===== config.mk =====
export PLATFORM = sky130hd
export DESIGN_NAME = memory_control
export DESIGN_NICKNAME = d
export VERILOG_FILES = /design/src/cpu_types_pkg.sv /design/src/memory_control.sv
export VERILOG_INCLUDE_DIRS = /design/src /design/src/src
export SDC_FILE = /design/constraint.sdc
export NUM_CORES = 1
export LEC_CHECK = 0
export ABC_AREA = 1
export CELL_PAD_IN_SITES_DETAIL_PLACEMENT = 1
export CELL_PAD_IN_SITES_GLOBAL_PLACEMENT = 1
export CORE_AREA = 4 4 100 102
export DETAILED_ROUTE_END_ITERATION = 10
export DIE_AREA = 0 0 104 106
export DONT_BUFFER_PORTS = 1
export PLACE_DENSITY = 0.48
export RECOVER_POWER = 100
export SETUP_SLACK_MARGIN = 0.02
export SYNTH_ARGS = -nofsm -noshare
export SYNTH_HDL_FRONTEND = slang
export SYNTH_SLANG_ARGS = --single-unit

===== constraint.sdc =====
create_clock -name CLK -period 0.9 [get_ports CLK]
set_input_delay 0 -clock CLK [delete_from_list [all_inputs] [get_ports CLK]]
set_output_delay 0 -clock CLK [all_outputs]
set_load 0.05 [all_outputs]

===== src/cache_macros.svh =====
`ifndef CACHE_MACROS_SVH
`define CACHE_MACROS_SVH

// width of one memory word and of every address
`define WORD_W 32

// direct-mapped instruction cache geometry
`define ICACHE_FRAMES 16

// index bits select one of the frames
`define IDX_W 4

// tag is what is left after index and byte offset
`define TAG_W 26

// word-address bits of the ram model, upper address bits ignored
`define RAM_ADDR_W 10

// cycles a request is held before ram_wait drops
// must be at least 1
`define RAM_LAT 3

`endif


===== src/cpu_types_pkg.sv =====
`default_nettype none

`include "cache_macros.svh"

package cpu_types_pkg;

  // one machine word, data and address alike
  typedef logic [`WORD_W-1:0] word_t;

  // field view of an instruction address
  // msb first so the layout matches the raw word
  typedef struct packed {
    logic [`TAG_W-1:0] tag;
    logic [`IDX_W-1:0] idx;
    logic [1:0]        bytoff;
  } icachef_t;

  // same address word seen two ways
  // raw goes to memory, fields drive lookup
  typedef union packed {
    word_t    raw;
    icachef_t f;
  } icache_addr_u;

  // one direct-mapped frame
  // valid plus tag plus a single data word
  typedef struct packed {
    logic              valid;
    logic [`TAG_W-1:0] tag;
    word_t             data;
  } icache_frame_t;

endpackage

`default_nettype wire


===== src/memory_control.sv =====
`default_nettype none

module memory_control
  import cpu_types_pkg::*;
(
  input  logic  CLK,
  input  logic  nRST,
  // instruction refill side
  input  logic  iren,
  input  word_t iaddr,
  output logic  iwait,
  output word_t iload,
  // external data port
  input  logic  dmem_ren,
  input  logic  dmem_wen,
  input  word_t dmem_addr,
  input  word_t dmem_store,
  output logic  dmem_wait,
  output word_t dmem_load,
  // ram side
  output logic  ram_ren,
  output logic  ram_wen,
  output word_t ram_addr,
  output word_t ram_store,
  input  logic  ram_wait,
  input  word_t ram_load
);

  // owner of the ram, set while an instruction access is running
  // low means the data port
  logic owner_i;
  logic owner_i_nxt;

  // any data request this cycle
  logic dreq;

  // instruction side has the ram this cycle
  logic sel_i;

  assign dreq = dmem_ren || dmem_wen;

  // running instruction access keeps the ram
  // otherwise data first, instruction only when data is idle
  assign sel_i = owner_i || (iren && !dreq);

  // hold ownership while the granted refill still waits
  // cleared on the completing cycle
  assign owner_i_nxt = sel_i && iren && ram_wait;

  // request routing
  assign ram_ren   = sel_i ? iren  : dmem_ren;
  assign ram_wen   = sel_i ? 1'b0  : dmem_wen;
  assign ram_addr  = sel_i ? iaddr : dmem_addr;

  // only the data port ever writes
  assign ram_store = dmem_store;

  // wait goes to the owner, the loser sees wait stuck high
  assign iwait     = sel_i ? ram_wait : 1'b1;
  assign dmem_wait = sel_i ? 1'b1     : ram_wait;

  // read data fans out, each side qualifies it with its own wait
  assign iload     = ram_load;
  assign dmem_load = ram_load;

  // owner register, data port after reset
  always_ff @(posedge CLK, negedge nRST) begin
    if (!nRST) begin
      owner_i <= 1'b0;
    end else begin
      owner_i <= owner_i_nxt;
    end
  end

endmodule

`default_nettype wire


# Word level (Yosys, flattened, before mapping)
# Cells that the tools add are included.
classes:
  n_addsub: 0
  n_mul: 0
  div: 0
  order_cmp: 0
  n_eq_ne: 0
  n_shift: 0
  n_mux: 5
  bitwise: 0
  reduce_logical: 6
ops:
  columns: ["op", "count"]
  rows:
  - ["2-to-1 mux 32 bit", 1]
  - ["2-to-1 mux 1 bit", 4]
  - ["logical AND 1 bit", 3]
  - ["logical OR 1 bit", 2]
  - ["zero test 1 bit", 1]
word_totals:
  ff_bits: 1
  latchBits: 0
  ramBits: 0
  romBits: 0
  in_bits: 134
  output_inout_bits: 132
  mem_count: 0

# Logic depth before layout (Yosys ltp)
depth:
  word_depth: 6
  depth_mapped: 6
  ltp_nobuf: 5

# Least setup slack after synthesis
# OpenSTA, ideal clock, no wires.
synth_timing:
  path_type: "flip-flop to output port"
  start: "register owner_i"
  end: "output port ram_wen"
  t_arrival_ns: 1.362
  required_ns: 0.900
  path_slack_ns: -0.462
  path_stages_with_launch: 5
  path_buffers: 1
  path_cell_list: "dfrtp_1 -> inv_2 -> nand2_8 -> buf_6 -> nor2_1"
synth_between:
  elab_chain_len: 2
synth_lines:
  columns: ["item", "line", "rtl"]
  rows:
  - ["start, declared", "memory_control.sv:31", "logic owner_i;"]
  - ["start signal, assigned", "memory_control.sv:71", "owner_i <= owner_i_nxt;"]
  - ["logical OR 1 bit", "memory_control.sv:44", "assign sel_i = owner_i || (iren && !dreq);"]
  - ["2-to-1 mux 1 bit", "memory_control.sv:52", "assign ram_wen = sel_i ? 1'b0 : dmem_wen;"]
  - ["end, declared", "memory_control.sv:22", "output logic ram_wen,"]
# Every way passes these cells.

# Worst setup path after layout
layout_timing:
  start: "register owner_i"
  end: "output port ram_addr[28]"
layout_between:
  elab_chain_len: 2
layout_lines:
  columns: ["item", "line", "rtl"]
  rows:
  - ["logical OR 1 bit", "memory_control.sv:44", null]
  - ["2-to-1 mux 32 bit", "memory_control.sv:53", "assign ram_addr = sel_i ? iaddr : dmem_addr;"]
  - ["end, declared", "memory_control.sv:23", "output word_t ram_addr,"]
# Every way passes these cells.

==> results_dict.tcl <==
set metrics [dict create \
    synth_top_family_by_area "buffers and inverters" \
    nNetsFinal 261 \
    rsz0062_at_grt "yes" \
    worstHoldPathType "in2out" \
    swShare 0.722 \
    rows 35 \
    dieArea_sq_um 11000 \
    ir_drop_mv 0.138 \
    yosysWarnings 0 \
    worstSetupPathType "reg2out" \
    critPathTopFamily "flip-flops" \
    largest_reg_flops 1 \
    syn_nets 349 \
    track_usage 0.0730 \
    synth-simple-area-share 0.359 \
    synthFlopType "dfrtp_1" \
    crit_path_cell_trace "inv_8, buf_12, nand3_1, nand2_4" \
    maxCapViolCount 0 \
    portBuffers 0 \
    pwr-share-clk 0 \
    routedWlPerCell_microns 18.7 \
    synthesis.area_sq_um 1300 \
    synth_xor_area_frac 0 \
    final-seq-area_sq_um 26.3 \
    antenna_cells 0 \
    seq_power_share 0.042 \
    ios 266 \
    critPathCaptureType "primary output" \
    setup_slack_ps -112 \
    synth_edf_count 0 \
    die_h_microns 106 \
    postRouteAntennaNets 0 \
    syn_inst 215 \
    dp_slack_ps -178 \
    final_layout_size_suffix_gt1_frac 0.808 \
    finClkSkew_ps 0 \
    synthAdderAreaFrac 0 \
    grt_pass1_vias 1056 \
    cts_setup_buffers 0 \
    fmax_ghz 0.988 \
    drc 0 \
    synth_area_leaders "buf_4, nand2_1, nand3_1" \
    p_int_w 0.000343 \
    worst-endpoint-required_ps 900 \
    place_congestion 0.651 \
    cpPeakStageDelay_ps 440 \
    synth-seq-cells 1 \
    synthArstFlopShare 1.00 \
    fin_crit_sh 1.12 \
    via_count 934 \
    slowest_stage "dfrtp_2" \
    critPathArrivalTime_ps 1010 \
    yosysSeqAreaShare 0.0192 \
    vias_per_cell 3.96 \
    drv_slew 0 \
    period_minus_slack_ps 1010 \
    grt_max_degree 18 \
    clkTransAtPathRegs_ps 0 \
    dp_hpwl_microns 3190 \
    largest_registers "owner_i: 1 flops" \
    violations "setup timing" \
    dr.first_iter.drc_count 43 \
    slew_headroom 0.778 \
    syn_area_per_cell_sq_um 6.05 \
    worst_skew_pair.late_latency_ps 0 \
    routed_wl_microns 4420 \
    crit_path_start_kind "flip-flop" \
    outcome "finished, violations left" \
    cellPowerDensity_nw_per_um2 860 \
    cellLeakagePower_nw 0.605 \
    synth_compound_area_frac 0.00385 \
    worstPathMaxFanout 11 \
    initial_core_util 0.143 \
    top_register "owner_i" \
    multi_input_area_sq_um 1070 \
    p_sw_w 0.000889 \
    die_w_microns 104 \
    critPathBufInv 2 \
    synth_cell_type_count 13 \
    layout.cells.non_filler 236 \
    dr.pass1.iters 6 \
    synth_mux_area_frac 0 \
    area_growth_pct 10.2 \
    setup_viol 37 \
    placeableCoreArea_sq_um 9110 \
    dpl.cell_count 232 \
    synth_top_cell_by_area "buf_4" \
    antenna_found_initial 0 \
    tightest_slew_ps 333 \
    synth_top_area_share 0.572 \
    hold_viol_final 0 \
    num-fill-cells 1055 \
    grt_pass1_wl_microns 6470 \
    pwr-share-comb 0.958 \
    grt.overflow.total 0 \
]
layout make-up:
class | count | area share
Multi-Input combinational cell | 108 | 0.750
Timing Repair Buffer | 12 | 0.117
Tap cell | 111 | 0.0969
Sequential cell | 1 | 0.0183
Inverter | 3 | 0.0131
Timing Repair inverter | 1 | 0.00437
cell usage in the layout, fill, tap and decap left out:
cell type       n
buf_4           5
dfrtp_2         1
nand2_1        15
buf_12          6
nand3_4        10
nor2_1          1
inv_4           1
inv_8           1
dlygate4sd3_1   1
nand3_2        19
nor2_4          2
nand2_8         7
nand2_2        18
nand3_1         4
inv_1           2
o21ai_0         1
nand2_4        31
cell usage after synthesis, types with 2 or more instances:
cell type and n:
buf_2 3, buf_4 99, buf_6 3, inv_1 2
nand2_1 67, nand3_1 33, nor2_1 2
logic make-up after synthesis:
group | count (synthesis)
AO/OA/AOI/OAI | 1
buffers and inverters | 108
flip-flops | 1
AND/OR/NAND/NOR | 105
path summary, 6_finish.rpt:
kind	start	end	slack, ps	cells after the start
max in group asynchronous	nRST	owner_i	560	1
hold reg to reg	owner_i	owner_i	830	3
setup reg to reg	owner_i	owner_i	-40	3
min in group asynchronous	nRST	owner_i	220	1
setup / recovery	owner_i	ram_addr[28]	-110	4
hold / removal	dmem_store[10]	ram_store[10]	0.02	0
layer usage:
metal  global-route usage  wire length, microns  up-vias
li1                     -                     -      401
met1               0.0711                  1350      429
met2                0.137                  2380       73
met3               0.0298                   528       31
met4               0.0285                   167        0
met5                    0                     0        -
repair_timing:
action / 4_1_cts / 5_1_grt
hold endpoints to repair: 1 / 0
pin swaps: 24 / 7
gates resized for setup: 55 / 18
endpoints found under the setup margin: 36 / 37
gates cloned: 3 / 0
hold buffers: 1 / 0
metrics by stage:
step	hold slack, ps	area [sq um]	power [W]	util	TNS [ps]
2_1_floorplan	-296	1560	0.00211	-	-1060
3_3_place_gp	-296	1040	0.00106	0.115	-4530
3_5_place_dp	-295	1040	0.00106	0.115	-5550
4_1_cts	0.341	1360	0.00123	0.150	-3700
5_1_grt	0.0685	1430	0.00129	0.157	-4930
6_report	0.0220	1430	0.00123	0.157	-3110
power groups by stage:
stage	clock, W	combinational, W	sequential (W)
6_report	0	0.00118	0.0000515
5_1_grt	0	0.00124	0.0000519
4_1_cts	0	0.00118	0.0000517
3_5_place_dp	0	0.00102	0.0000488
3_3_place_gp	0	0.00101	0.0000487
2_1_floorplan	0	0.00207	0.0000487
Power figures use the tool's default switching activity.
