[src/cache_macros.svh]
`ifndef CACHE_MACROS_SVH
`define CACHE_MACROS_SVH

// width of one memory word and of every address
`define WORD_W 32

// direct-mapped instruction cache geometry
`define ICACHE_FRAMES 16

// index bits select one of the frames
`define IDX_W 4

// tag is what is left after index and byte offset
`define TAG_W 26

// word-address bits of the ram model, upper address bits ignored
`define RAM_ADDR_W 10

// cycles a request is held before ram_wait drops
// must be at least 1
`define RAM_LAT 3

`endif

[src/cpu_types_pkg.sv]
`default_nettype none

`include "cache_macros.svh"

package cpu_types_pkg;

  // one machine word, data and address alike
  typedef logic [`WORD_W-1:0] word_t;

  // field view of an instruction address
  // msb first so the layout matches the raw word
  typedef struct packed {
    logic [`TAG_W-1:0] tag;
    logic [`IDX_W-1:0] idx;
    logic [1:0]        bytoff;
  } icachef_t;

  // same address word seen two ways
  // raw goes to memory, fields drive lookup
  typedef union packed {
    word_t    raw;
    icachef_t f;
  } icache_addr_u;

  // one direct-mapped frame
  // valid plus tag plus a single data word
  typedef struct packed {
    logic              valid;
    logic [`TAG_W-1:0] tag;
    word_t             data;
  } icache_frame_t;

endpackage

`default_nettype wire

[src/icache.sv]
`default_nettype none

`include "cache_macros.svh"

module icache
  import cpu_types_pkg::*;
(
  input  logic  CLK,
  input  logic  nRST,
  // fetch port held until ihit
  input  logic  imem_ren,
  input  word_t imem_addr,
  output logic  ihit,
  output word_t imem_load,
  // refill port toward memory_control
  output logic  iren,
  output word_t iaddr,
  input  logic  iwait,
  input  word_t iload
);

  // refill controller states
  typedef enum logic {
    IDLE    = 1'b0,
    REQUEST = 1'b1
  } ic_state_e;

  // frame storage
  icache_frame_t [`ICACHE_FRAMES-1:0] frames;

  // fetch address seen both raw and as fields
  icache_addr_u addr_u;

  // frame picked by the index field
  icache_frame_t sel_frame;

  ic_state_e state;
  ic_state_e state_nxt;

  logic tag_match;
  logic fill_en;

  // decode the fetch address
  assign addr_u.raw = imem_addr;

  // indexed frame lookup
  assign sel_frame = frames[addr_u.f.idx];

  // valid frame whose tag equals the address tag
  assign tag_match = sel_frame.valid && (sel_frame.tag == addr_u.f.tag);

  // frame gets written on the edge where memory answers
  assign fill_en = (state == REQUEST) && !iwait;

  // hit is purely combinational
  // masked during the fill cycle itself
  assign ihit = tag_match && !fill_en;

  // data word straight out of the indexed frame
  assign imem_load = sel_frame.data;

  // refill address is the raw fetch word
  assign iaddr = addr_u.raw;

  // moore output with the refill request only in REQUEST
  assign iren = (state == REQUEST);

  // next state
  always_comb begin
    state_nxt = state;
    case (state)
      IDLE: begin
        // miss seen this cycle so go fetch next cycle
        if (imem_ren && !tag_match) begin
          state_nxt = REQUEST;
        end
      end
      REQUEST: begin
        // stay until memory drops its wait
        if (!iwait) begin
          state_nxt = IDLE;
        end
      end
      default: begin
        state_nxt = IDLE;
      end
    endcase
  end

  // state register
  always_ff @(posedge CLK, negedge nRST) begin
    if (!nRST) begin
      state <= IDLE;
    end else begin
      state <= state_nxt;
    end
  end

  // frame array
  // all frames cleared so nothing hits after reset
  always_ff @(posedge CLK, negedge nRST) begin
    if (!nRST) begin
      frames <= '0;
    end else if (fill_en) begin
      // whole frame replaced in one edge
      frames[addr_u.f.idx].valid <= 1'b1;
      frames[addr_u.f.idx].tag   <= addr_u.f.tag;
      frames[addr_u.f.idx].data  <= iload;
    end
  end

endmodule

`default_nettype wire

[config.mk]
export PLATFORM = sky130hd
export DESIGN_NAME = icache
export DESIGN_NICKNAME = d
export VERILOG_FILES = /design/src/cpu_types_pkg.sv /design/src/icache.sv
export VERILOG_INCLUDE_DIRS = /design/src /design/src/src
export SDC_FILE = /design/constraint.sdc
export NUM_CORES = 1
export LEC_CHECK = 0
export BUFFER_PORTS_ARGS = -buffer_cell sky130_fd_sc_hd__buf_2
export CORE_UTILIZATION = 67
export CTS_CLUSTER_SIZE = 30
export DETAILED_ROUTE_END_ITERATION = 12
export PLACE_DENSITY_LB_ADDON = 0.2
export REMOVE_ABC_BUFFERS = 1
export SYNTH_ARGS = -nofsm -noshare
export SYNTH_HDL_FRONTEND = slang
export SYNTH_SLANG_ARGS = --single-unit
export TNS_END_PERCENT = 5
[constraint.sdc]
create_clock -name CLK -period 7 [get_ports CLK]
set_input_delay 1.05 -clock CLK [delete_from_list [all_inputs] [get_ports CLK]]
set_output_delay 1.05 -clock CLK [all_outputs]
set_load 0.02 [all_outputs]
# Yosys cells after proc, flatten, opt, wreduce, memory -nomap -nowiden
# Index checks and enable logic that the tools add are counted.
dict set report word_totals {
  register_bits 945
  inputBits 68
  out_inout_bits 66
  elab_cells 75
}
dict set report op_classes {
  magnitude_cmp 2
  eq_ne 1
  muxes 14
  n_bitwise 1
  n_reduce_logical 8
}
# operator n
set op_table {}
lappend op_table {{$bwmux W944} 3}
lappend op_table {{$demux W59 S4} 3}
lappend op_table {{$bmux W59 S4} 1}
lappend op_table {{$mux W59} 2}
lappend op_table {{$mux W58} 1}
lappend op_table {{$mux W32} 1}
lappend op_table {{$eq A26 B26 Y1} 1}
lappend op_table {{$logic_and A1 B1 Y1} 5}
lappend op_table {{$lt A4 B5 Y1 const B} 1}
lappend op_table {{$ge A4 B1 Y1 const B} 1}
lappend op_table {{$logic_not A1 Y1} 3}
lappend op_table {{$mux W1} 2}
lappend op_table {{$pmux W1 S2} 1}
lappend op_table {{$not A1 Y1} 1}

# Depth between registers and ports, before layout
# Gate-level depths: netlist of the first run.
dict set report logic_depth {
  ltp_word 8
  ltp_mapped 12
  mapped_depth_nobuf 7
}

# Least setup slack after synthesis of the first run
# OpenSTA, ideal clock, no wires.
dict set report synth_timing {
  kind {input-to-output}
  from {input imem_addr[2]}
  to {output ihit}
  t_arrival_ps 3658
  required_ps 5950
  slack_ps 2292
  stages 10
  n_path_buf 3
  path_cell_list {buf_6 buf_6 buf_4 mux4_2 mux2i_1 nor2_1 a21oi_1 o21ai_0 or4_4 a2111oi_2}
}
dict set report synth_via {
  elab_chain_len 5
}
# element line
set synth_rtl {}
lappend synth_rtl {{start: declaration} icache.sv:12} ;# input word_t imem_addr,
lappend synth_rtl {{$bmux W59 S4 *} icache.sv:47} ;# assign sel_frame = frames[addr_u.f.idx];
lappend synth_rtl {{$mux W59 (implied by the code) *} icache.sv:47}
lappend synth_rtl {{$eq A26 B26 Y1} icache.sv:50} ;# assign tag_match = sel_frame.valid && (sel_frame.tag == addr_u.f.tag);
lappend synth_rtl {{$logic_and A1 B1 Y1 *} icache.sv:50}
lappend synth_rtl {{$logic_and A1 B1 Y1 *} icache.sv:57} ;# assign ihit = tag_match && !fill_en;
lappend synth_rtl {{end: declaration} icache.sv:13} ;# output logic ihit,
# Mark *: on every way between the ends. The rest lies on a longest branch, timed or not. The select of a mux whose other input is x is not followed.

# Worst setup path after layout of the first run
# Same ends and word-level chain as after synthesis.

==> reports/summary.txt, run 1 <==
status: finished, final reports clean
Required @ worst endpoint: 5.95 ns
worst-path cell chain: buf_8, mux4_2, a22oi_1, o2111ai_1, o21ai_0, nand2_1, or4_1, a2111oi_2, buf_2
synthesis-to-finish area growth: 9.92%
number of global-route vias before repair: 27.6k
sequential cell area fraction in the yosys report: 55.0%
cell area after synthesis: 43000 um2
row count: 92
r2r worst-path depth: 5
FF+latch count, synth: 945
Least-Margin Pin Slew: 1.20 ns
worst hold path depth: 1
yosys warns: 0
Syn Area/Cell: 15.1 um2
Storage cell area: 23600 um2
Root Driver: clkbuf_16
share of post-route cells with drive strength above 1: 48.5%
count of hold-fix buffers inserted at cts: 0
fmax: 0.174 GHz
Buffers & Inverters on Critical Path: 2
RSZ-0062 raised after global routing: false
arrival time worst endpoint: 4.70 ns
final-report setup violation count: 0
Clock Tree Buf Depth: 3
first-pass GRT wire length: 163000 um
commonest non-fill, non-tap cell in the layout: dfrtp_1
DRT Pass-1 Iters: 6
clock skew: 0.0187 ns
Leakage Power: 21.5 nW
synth unique cells: 59
final hold vios: 0
Core Area: 63300 um2
max-slew violations: 0
Hold WC Path Type: register to register
Die Height: 255 um
pin count of the biggest net entering global routing: 149
Peak supply drop: 0.230 mV
crit path time final: 5.75 ns
max_cap viols: 0
critical path class: primary input to output pin
commonest non-fill, non-tap cells in the layout: dfrtp_1, mux2_2, mux4_2
CP max FO: 78
PD cells: 331 nW/um2
total CTS buffers: 96
I/O pin cnt: 134
total grt overflow: 0
Post-Synthesis Cells: 2854
Post-Route WL: 103000 um
CP startpoint kind: primary input
gr usage total: 32.9%
antenna-violating nets left: 0
WL/cell: 27.4 um
Initial DRC Count: 2261
Post-Route Utilization: 74.7%
CTS tree: built
Initial Utilization: 68.0%
die width: 255 um
period utilization: 82.2%
Die Area: 65200 um2
Slowest-stage cell, CP: mux4_2
Relative slew margins: 19.5%
Via-to-Cell Ratio: 6.69
htree depth: 3
Placer Congestion: 0.885
asr flop ratio synth: 100%
setup TNS: 0 ns
Synth Flop Type: dfrtp_1
Sink Count: 945
post-synth top area share: 55.0%
I/O Buffers: 129
Multi-input gate area: 18100 um2
biggest area consumer among synthesized cells: dfrtp_1
# DRC: 0
worst hold slack: 0.464 ns
CTS resizes: 0
Crit. End Element: output pin
via count: 25.2k
DPL Wire Length: 57900 um
top cells by area, synth: dfrtp_1, mux2_2, mux4_2
clock transition at the registers of the reported paths: 0.06 ns
Crit path largest cell delay: 0.65 ns
fill count: 3791
Levels on crit path: 9
diodes inserted: 0
initial antenna violation count: 1
Post-synth EDFFs: 0
delay-heaviest family, CP: compound AO/OA/AOI/OAI gates
post-CTS setup buffer count: 0
Clock Latency Late Sink: 0.65 ns
NumNets Final: 2913
-- kinds of logic after synthesis --
kind of cell | after synthesis | share of synthesized area [%]
compound gates | 207 | 2.95
xor+xnor | 21 | 0.427
buf+inv | 299 | 3.22
flops | 945 | 55.0
mux | 1123 | 35.7
simple gates | 259 | 2.76
-- cell type report --
cell class                 count  share of cell area [%]
tap                          846                    2.24
inverter                      13                   0.108
multi-input combinational   1610                    38.3
clock inverter                26                   0.630
clock buffer                 150                    6.18
timing repair buffer         179                    2.55
sequential                   945                    50.0
-- stage by stage --
stage | std cells | total power [mW] | area, um2 | setup slack, ns
final | 3769 | 15.7 | 47300 | 1.25
after global placement | 3592 | 10.3 | 44100 | 1.26
after CTS | 3768 | 15.7 | 47300 | 1.21
after floorplan | 2568 | 9.48 | 41700 | 0.697
after global routing | 3769 | 16.3 | 47300 | 1.03
after detailed placement | 3592 | 10.5 | 44100 | 1.22
-- power breakdown --
part / internal, mW / switching, mW / leakage, nW / total (mW)
Combinational: 1.74 / 1.21 / 7.91 / 2.95
Sequential: 6.81 / 0.703 / 12.0 / 7.52
Clock: 3.08 / 2.11 / 1.59 / 5.19
-- cell usage after synthesis, types with 4 or more instances --
cell type / number
buf_4: 41
o2111ai_1: 5
a21oi_1: 7
buf_6: 7
a22oi_1: 15
nand4_1: 6
a22o_1: 7
o22ai_1: 4
buf_2: 33
dfrtp_1: 945
nor4_1: 5
clkbuf_1: 138
and3_1: 7
nand2b_1: 14
buf_1: 66
nand3_1: 15
or2_2: 5
a31oi_1: 4
nand2_1: 156
xnor2_1: 16
xor2_1: 5
or3_1: 5
mux2_2: 813
o21ai_0: 131
nor2b_1: 6
nor2_1: 17
mux2i_1: 63
mux4_2: 247
nor3_1: 8
inv_1: 9
-- final timing paths --
path | start | slack [ns] | end
hold / removal | frames[884]$_DFFE_PN0P_ | 0.46 | frames[884]$_DFFE_PN0P_
setup reg to reg | iren$_DFF_PN0_ | 3.64 | frames[15]$_DFFE_PN0P_
hold reg to reg | frames[884]$_DFFE_PN0P_ | 0.46 | frames[884]$_DFFE_PN0P_
setup / recovery | imem_addr[2] | 1.25 | ihit
min in group asynchronous | nRST | 0.51 | frames[424]$_DFFE_PN0P_
max in group asynchronous | nRST | 5.07 | frames[832]$_DFFE_PN0P_
-- registers in the layout, indices dropped and copies added (netlist names) --
signal,count
iren,1
frames,944
-- metal layers --
metal	vias to the layer above	GRT usage (%)	share of wire, %
met3	247	6.74	6.5
met2	903	53.5	49
met5	-	0	0.013
met1	13553	44.8	41
li1	10493	-	-
met4	2	11.1	3.4
-- worst register-to-register path, cell delays in order, from the launching register on --
cell and delay, ns:
dfrtp_1 0.48, nand2b_1 0.19, nor3_1 0.94, nand2_4 0.63
buf_4 0.59, mux2_2 0.42
(Power assumes the default switching activity.)
==> inputs of run 2 (changes only) <==
--- a/config.mk
+++ b/config.mk
@@ -7,7 +7,7 @@
 export NUM_CORES = 1
 export LEC_CHECK = 0
 export BUFFER_PORTS_ARGS = -buffer_cell sky130_fd_sc_hd__buf_2
-export CORE_UTILIZATION = 67
+export CORE_UTILIZATION = 56
 export CTS_CLUSTER_SIZE = 30
 export DETAILED_ROUTE_END_ITERATION = 12
 export PLACE_DENSITY_LB_ADDON = 0.2
==> constraint.sdc (replaced) <==
create_clock -name CLK -period 4.8 [get_ports CLK]
set_input_delay 0.72 -clock CLK [delete_from_list [all_inputs] [get_ports CLK]]
set_output_delay 0.72 -clock CLK [all_outputs]
set_load 0.02 [all_outputs]
==> run 2 against run 1 <==
Effect of this change: non-clock buffer count grew 55; clock power grew 48%; cell area grew 1.7%; clock skew is essentially flat; global-route usage shrank 4.5 points; largest power group unchanged; largest cell class unchanged; setup slack lost 1.0 ns; critical path depth grew 1; wire length grew 3.2%; worst hold slack lost 0.38 ns.
==> reports/summary.txt, run 2 (synthesis results as in run 1) <==
WL/cell: 26.6 um (-3.0%)
power share of the combinational group: 18.9% (about the same)
Initial DRC Count: 1835 (-19%)
total grt overflow: 0 (unchanged)
commonest non-fill, non-tap cells in the layout: dfrtp_1, mux2_2, mux4_2
FF-to-FF Start: iren$_DFF_PN0_
Biggest register: frames
Finished Layout Cells: 4009 (+6.4%)
worst hold slack: 0.0858 ns (-0.378 ns)
Least-Margin Pin Slew: 1.20 ns (+0.00433 ns)
gr usage total: 28.4% (-4.5 points)
row count: 101 (+9.8%)
Critical R2R Capture: frames[1]$_DFFE_PN0P_
antenna-violating nets left: 0 (unchanged)
met3 usage: 3.91% (-2.8 points)
count of hold-fix buffers inserted at cts: 0 (unchanged)
I/O pin cnt: 134 (unchanged)
Required @ worst endpoint: 4.08 ns (-1.87 ns)
clock transition at the registers of the reported paths: 0.06 ns (about the same)
Placer Congestion: 0.874 (-1.2%)
Net Sw Power: 5.87 mW (+46%)
max_cap viols: 0 (unchanged)
Hold WC Path Type: primary input to asynchronous set/reset pin
Peak supply drop: 0.300 mV (+30%)
commonest non-fill, non-tap cell in the layout: dfrtp_1
switching share of power: 25.6% (-0.097 points)
pin count of the biggest net entering global routing: 128 (-14%)
DPL Wire Length: 63300 um (+9.2%)
overall power: 22.9 mW (+47%)
total CTS buffers: 97 (+1.0%)
Reg power frac: 47.7% (-0.3 points)
synthesis-to-finish area growth: 11.8%
Internal: 17.1 mW (+47%)
die width: 279 um (+9.3%)
Die Area: 77900 um2 (+19%)
Post-Route WL: 107000 um (+3.2%)
Root Driver: clkbuf_16
initial antenna violation count: 2 (+1)
Clock Tree Buf Depth: 3 (unchanged)
CP max FO: 31 (-60%)
Clock Latency Late Sink: 0.64 ns (about the same)
status: finished, final reports clean
Sink Count: 945 (unchanged)
Storage cell area: 23600 um2 (unchanged)
arrival time worst endpoint: 3.86 ns (-0.84 ns)
Initial Utilization: 56.6% (-11 points)
# DRC: 0 (unchanged)
Crit. End Element: output pin
Multi-input gate area: 18100 um2 (unchanged)
met2 usage: 47.4% (-6.1 points)
CTS resizes: 0 (unchanged)
final-report setup violation count: 0 (unchanged)
part of the power in the clock network: 33.4% (+0.3 points)
clock skew: 0.0186 ns (-0.0000767 ns)
fill count: 5480 (+45%)
worst-path cell chain: buf_8, buf_4, mux4_2, mux4_2, xnor2_1, nand4_1, or4_1, a2111oi_2, buf_4, buf_2
critical path class: primary input to output pin
htree depth: 3 (unchanged)
GR Util met1: 39.0% (-5.7 points)
CTS tree: built
period utilization: 95.5%
share of post-route cells with drive strength above 1: 49.7% (+1.2 points)
RSZ-0062 raised after global routing: false
I/O Buffers: 129 (unchanged)
crit path time final: 4.58 ns
via count: 25.2k (-0.067%)
Relative slew margins: 19.2% (-0.29 points)
Core Area: 75900 um2 (+20%)
number of global-route vias before repair: 27.6k (+0.069%)
Die Height: 279 um (+9.3%)
Leakage Power: 21.9 nW (+1.7%)
CP startpoint kind: primary input
max-slew violations: 0 (unchanged)
Placed Cells: 3832 (+6.7%)
post-CTS setup buffer count: 0 (unchanged)
NumNets Final: 2969 (+1.9%)
PD cells: 477 nW/um2 (+44%)
final hold vios: 0 (unchanged)
max reg flops: 944 (unchanged)
DRT Pass-1 Iters: 6 (unchanged)
layer with the highest usage: met2
fmax: 0.218 GHz
first-pass GRT wire length: 167000 um (+2.5%)
Worst R2R Setup Slack: 1.64 ns (-2.00 ns)
Via-to-Cell Ratio: 6.28 (-6.0%)
Crit path largest cell delay: 0.52 ns (-0.13 ns)
r2r worst-path depth: 5 (unchanged)
Slowest-stage cell, CP: mux4_2
run 2: cell count changes in the layout (fill, tap and decap cells not counted), moves of 2 or more:
cell / change
clkinvlp_4: +2
buf_12: +11
bufinv_16: +2
clkinv_4: +2
clkbuf_1: -6
buf_4: +45
inv_6: +2
run 2: routing by layer:
| metal | part of all wire [%] | vias to the layer above |
|---|---|---|
| met5 | 0.012 | - |
| met4 | 2.4 | 2 |
| met3 | 4.8 | 168 |
| met2 | 50 | 737 |
| met1 | 43 | 13642 |
| li1 | - | 10632 |
run 2: power by group through the flow:
stage          combinational, mW  sequential (mW)  clock, mW
6_report                    4.35             10.9       7.66
5_1_grt                     4.70             11.2       8.12
4_1_cts                     4.39             10.9       7.78
3_5_place_dp                4.36             11.1          0
3_3_place_gp                4.18             10.9          0
2_1_floorplan               3.17             10.7          0
run 2: cell type report:
type	count	area share (%)
clock inverter	33	0.814
sequential	945	49.1
multi-input combinational	1610	37.6
timing repair buffer	234	3.65
inverter	13	0.107
antenna	1	0.00520
tap	1030	2.68
clock buffer	143	5.97
run 2: how the worst max path moves through the flow:
stage / endpoint / cells past startpoint / startpoint
after global routing: ihit / 11 / imem_addr[2]
after global placement: ihit / 11 / imem_addr[2]
final: ihit / 10 / imem_addr[2]
after CTS: ihit / 11 / imem_addr[2]
after detailed placement: ihit / 11 / imem_addr[2]
after floorplan: frames[649]$_DFFE_PN0P_ / 3 / imem_addr[5]
run 2: per-stage QoR:
stage                     TNS, ns  setup WS [ns]  cell area [um2]  utilization (%)
final                           0          0.216            48100             63.4
after global routing            0         0.0190            48100             63.3
after CTS                       0          0.188            48100             63.3
after detailed placement        0          0.205            44800             59.1
after global placement          0          0.196            44800             59.1
after floorplan            -69.01          -1.17            41700                -
run 2: worst max-delay path, delay by kind of cell:
family	cells	cell delay, ns
buffers and inverters	4	0.98
XOR/XNOR	1	0.28
multiplexers	2	1.01
AO/OA/AOI/OAI	1	0.24
AND/OR/NAND/NOR	2	0.58
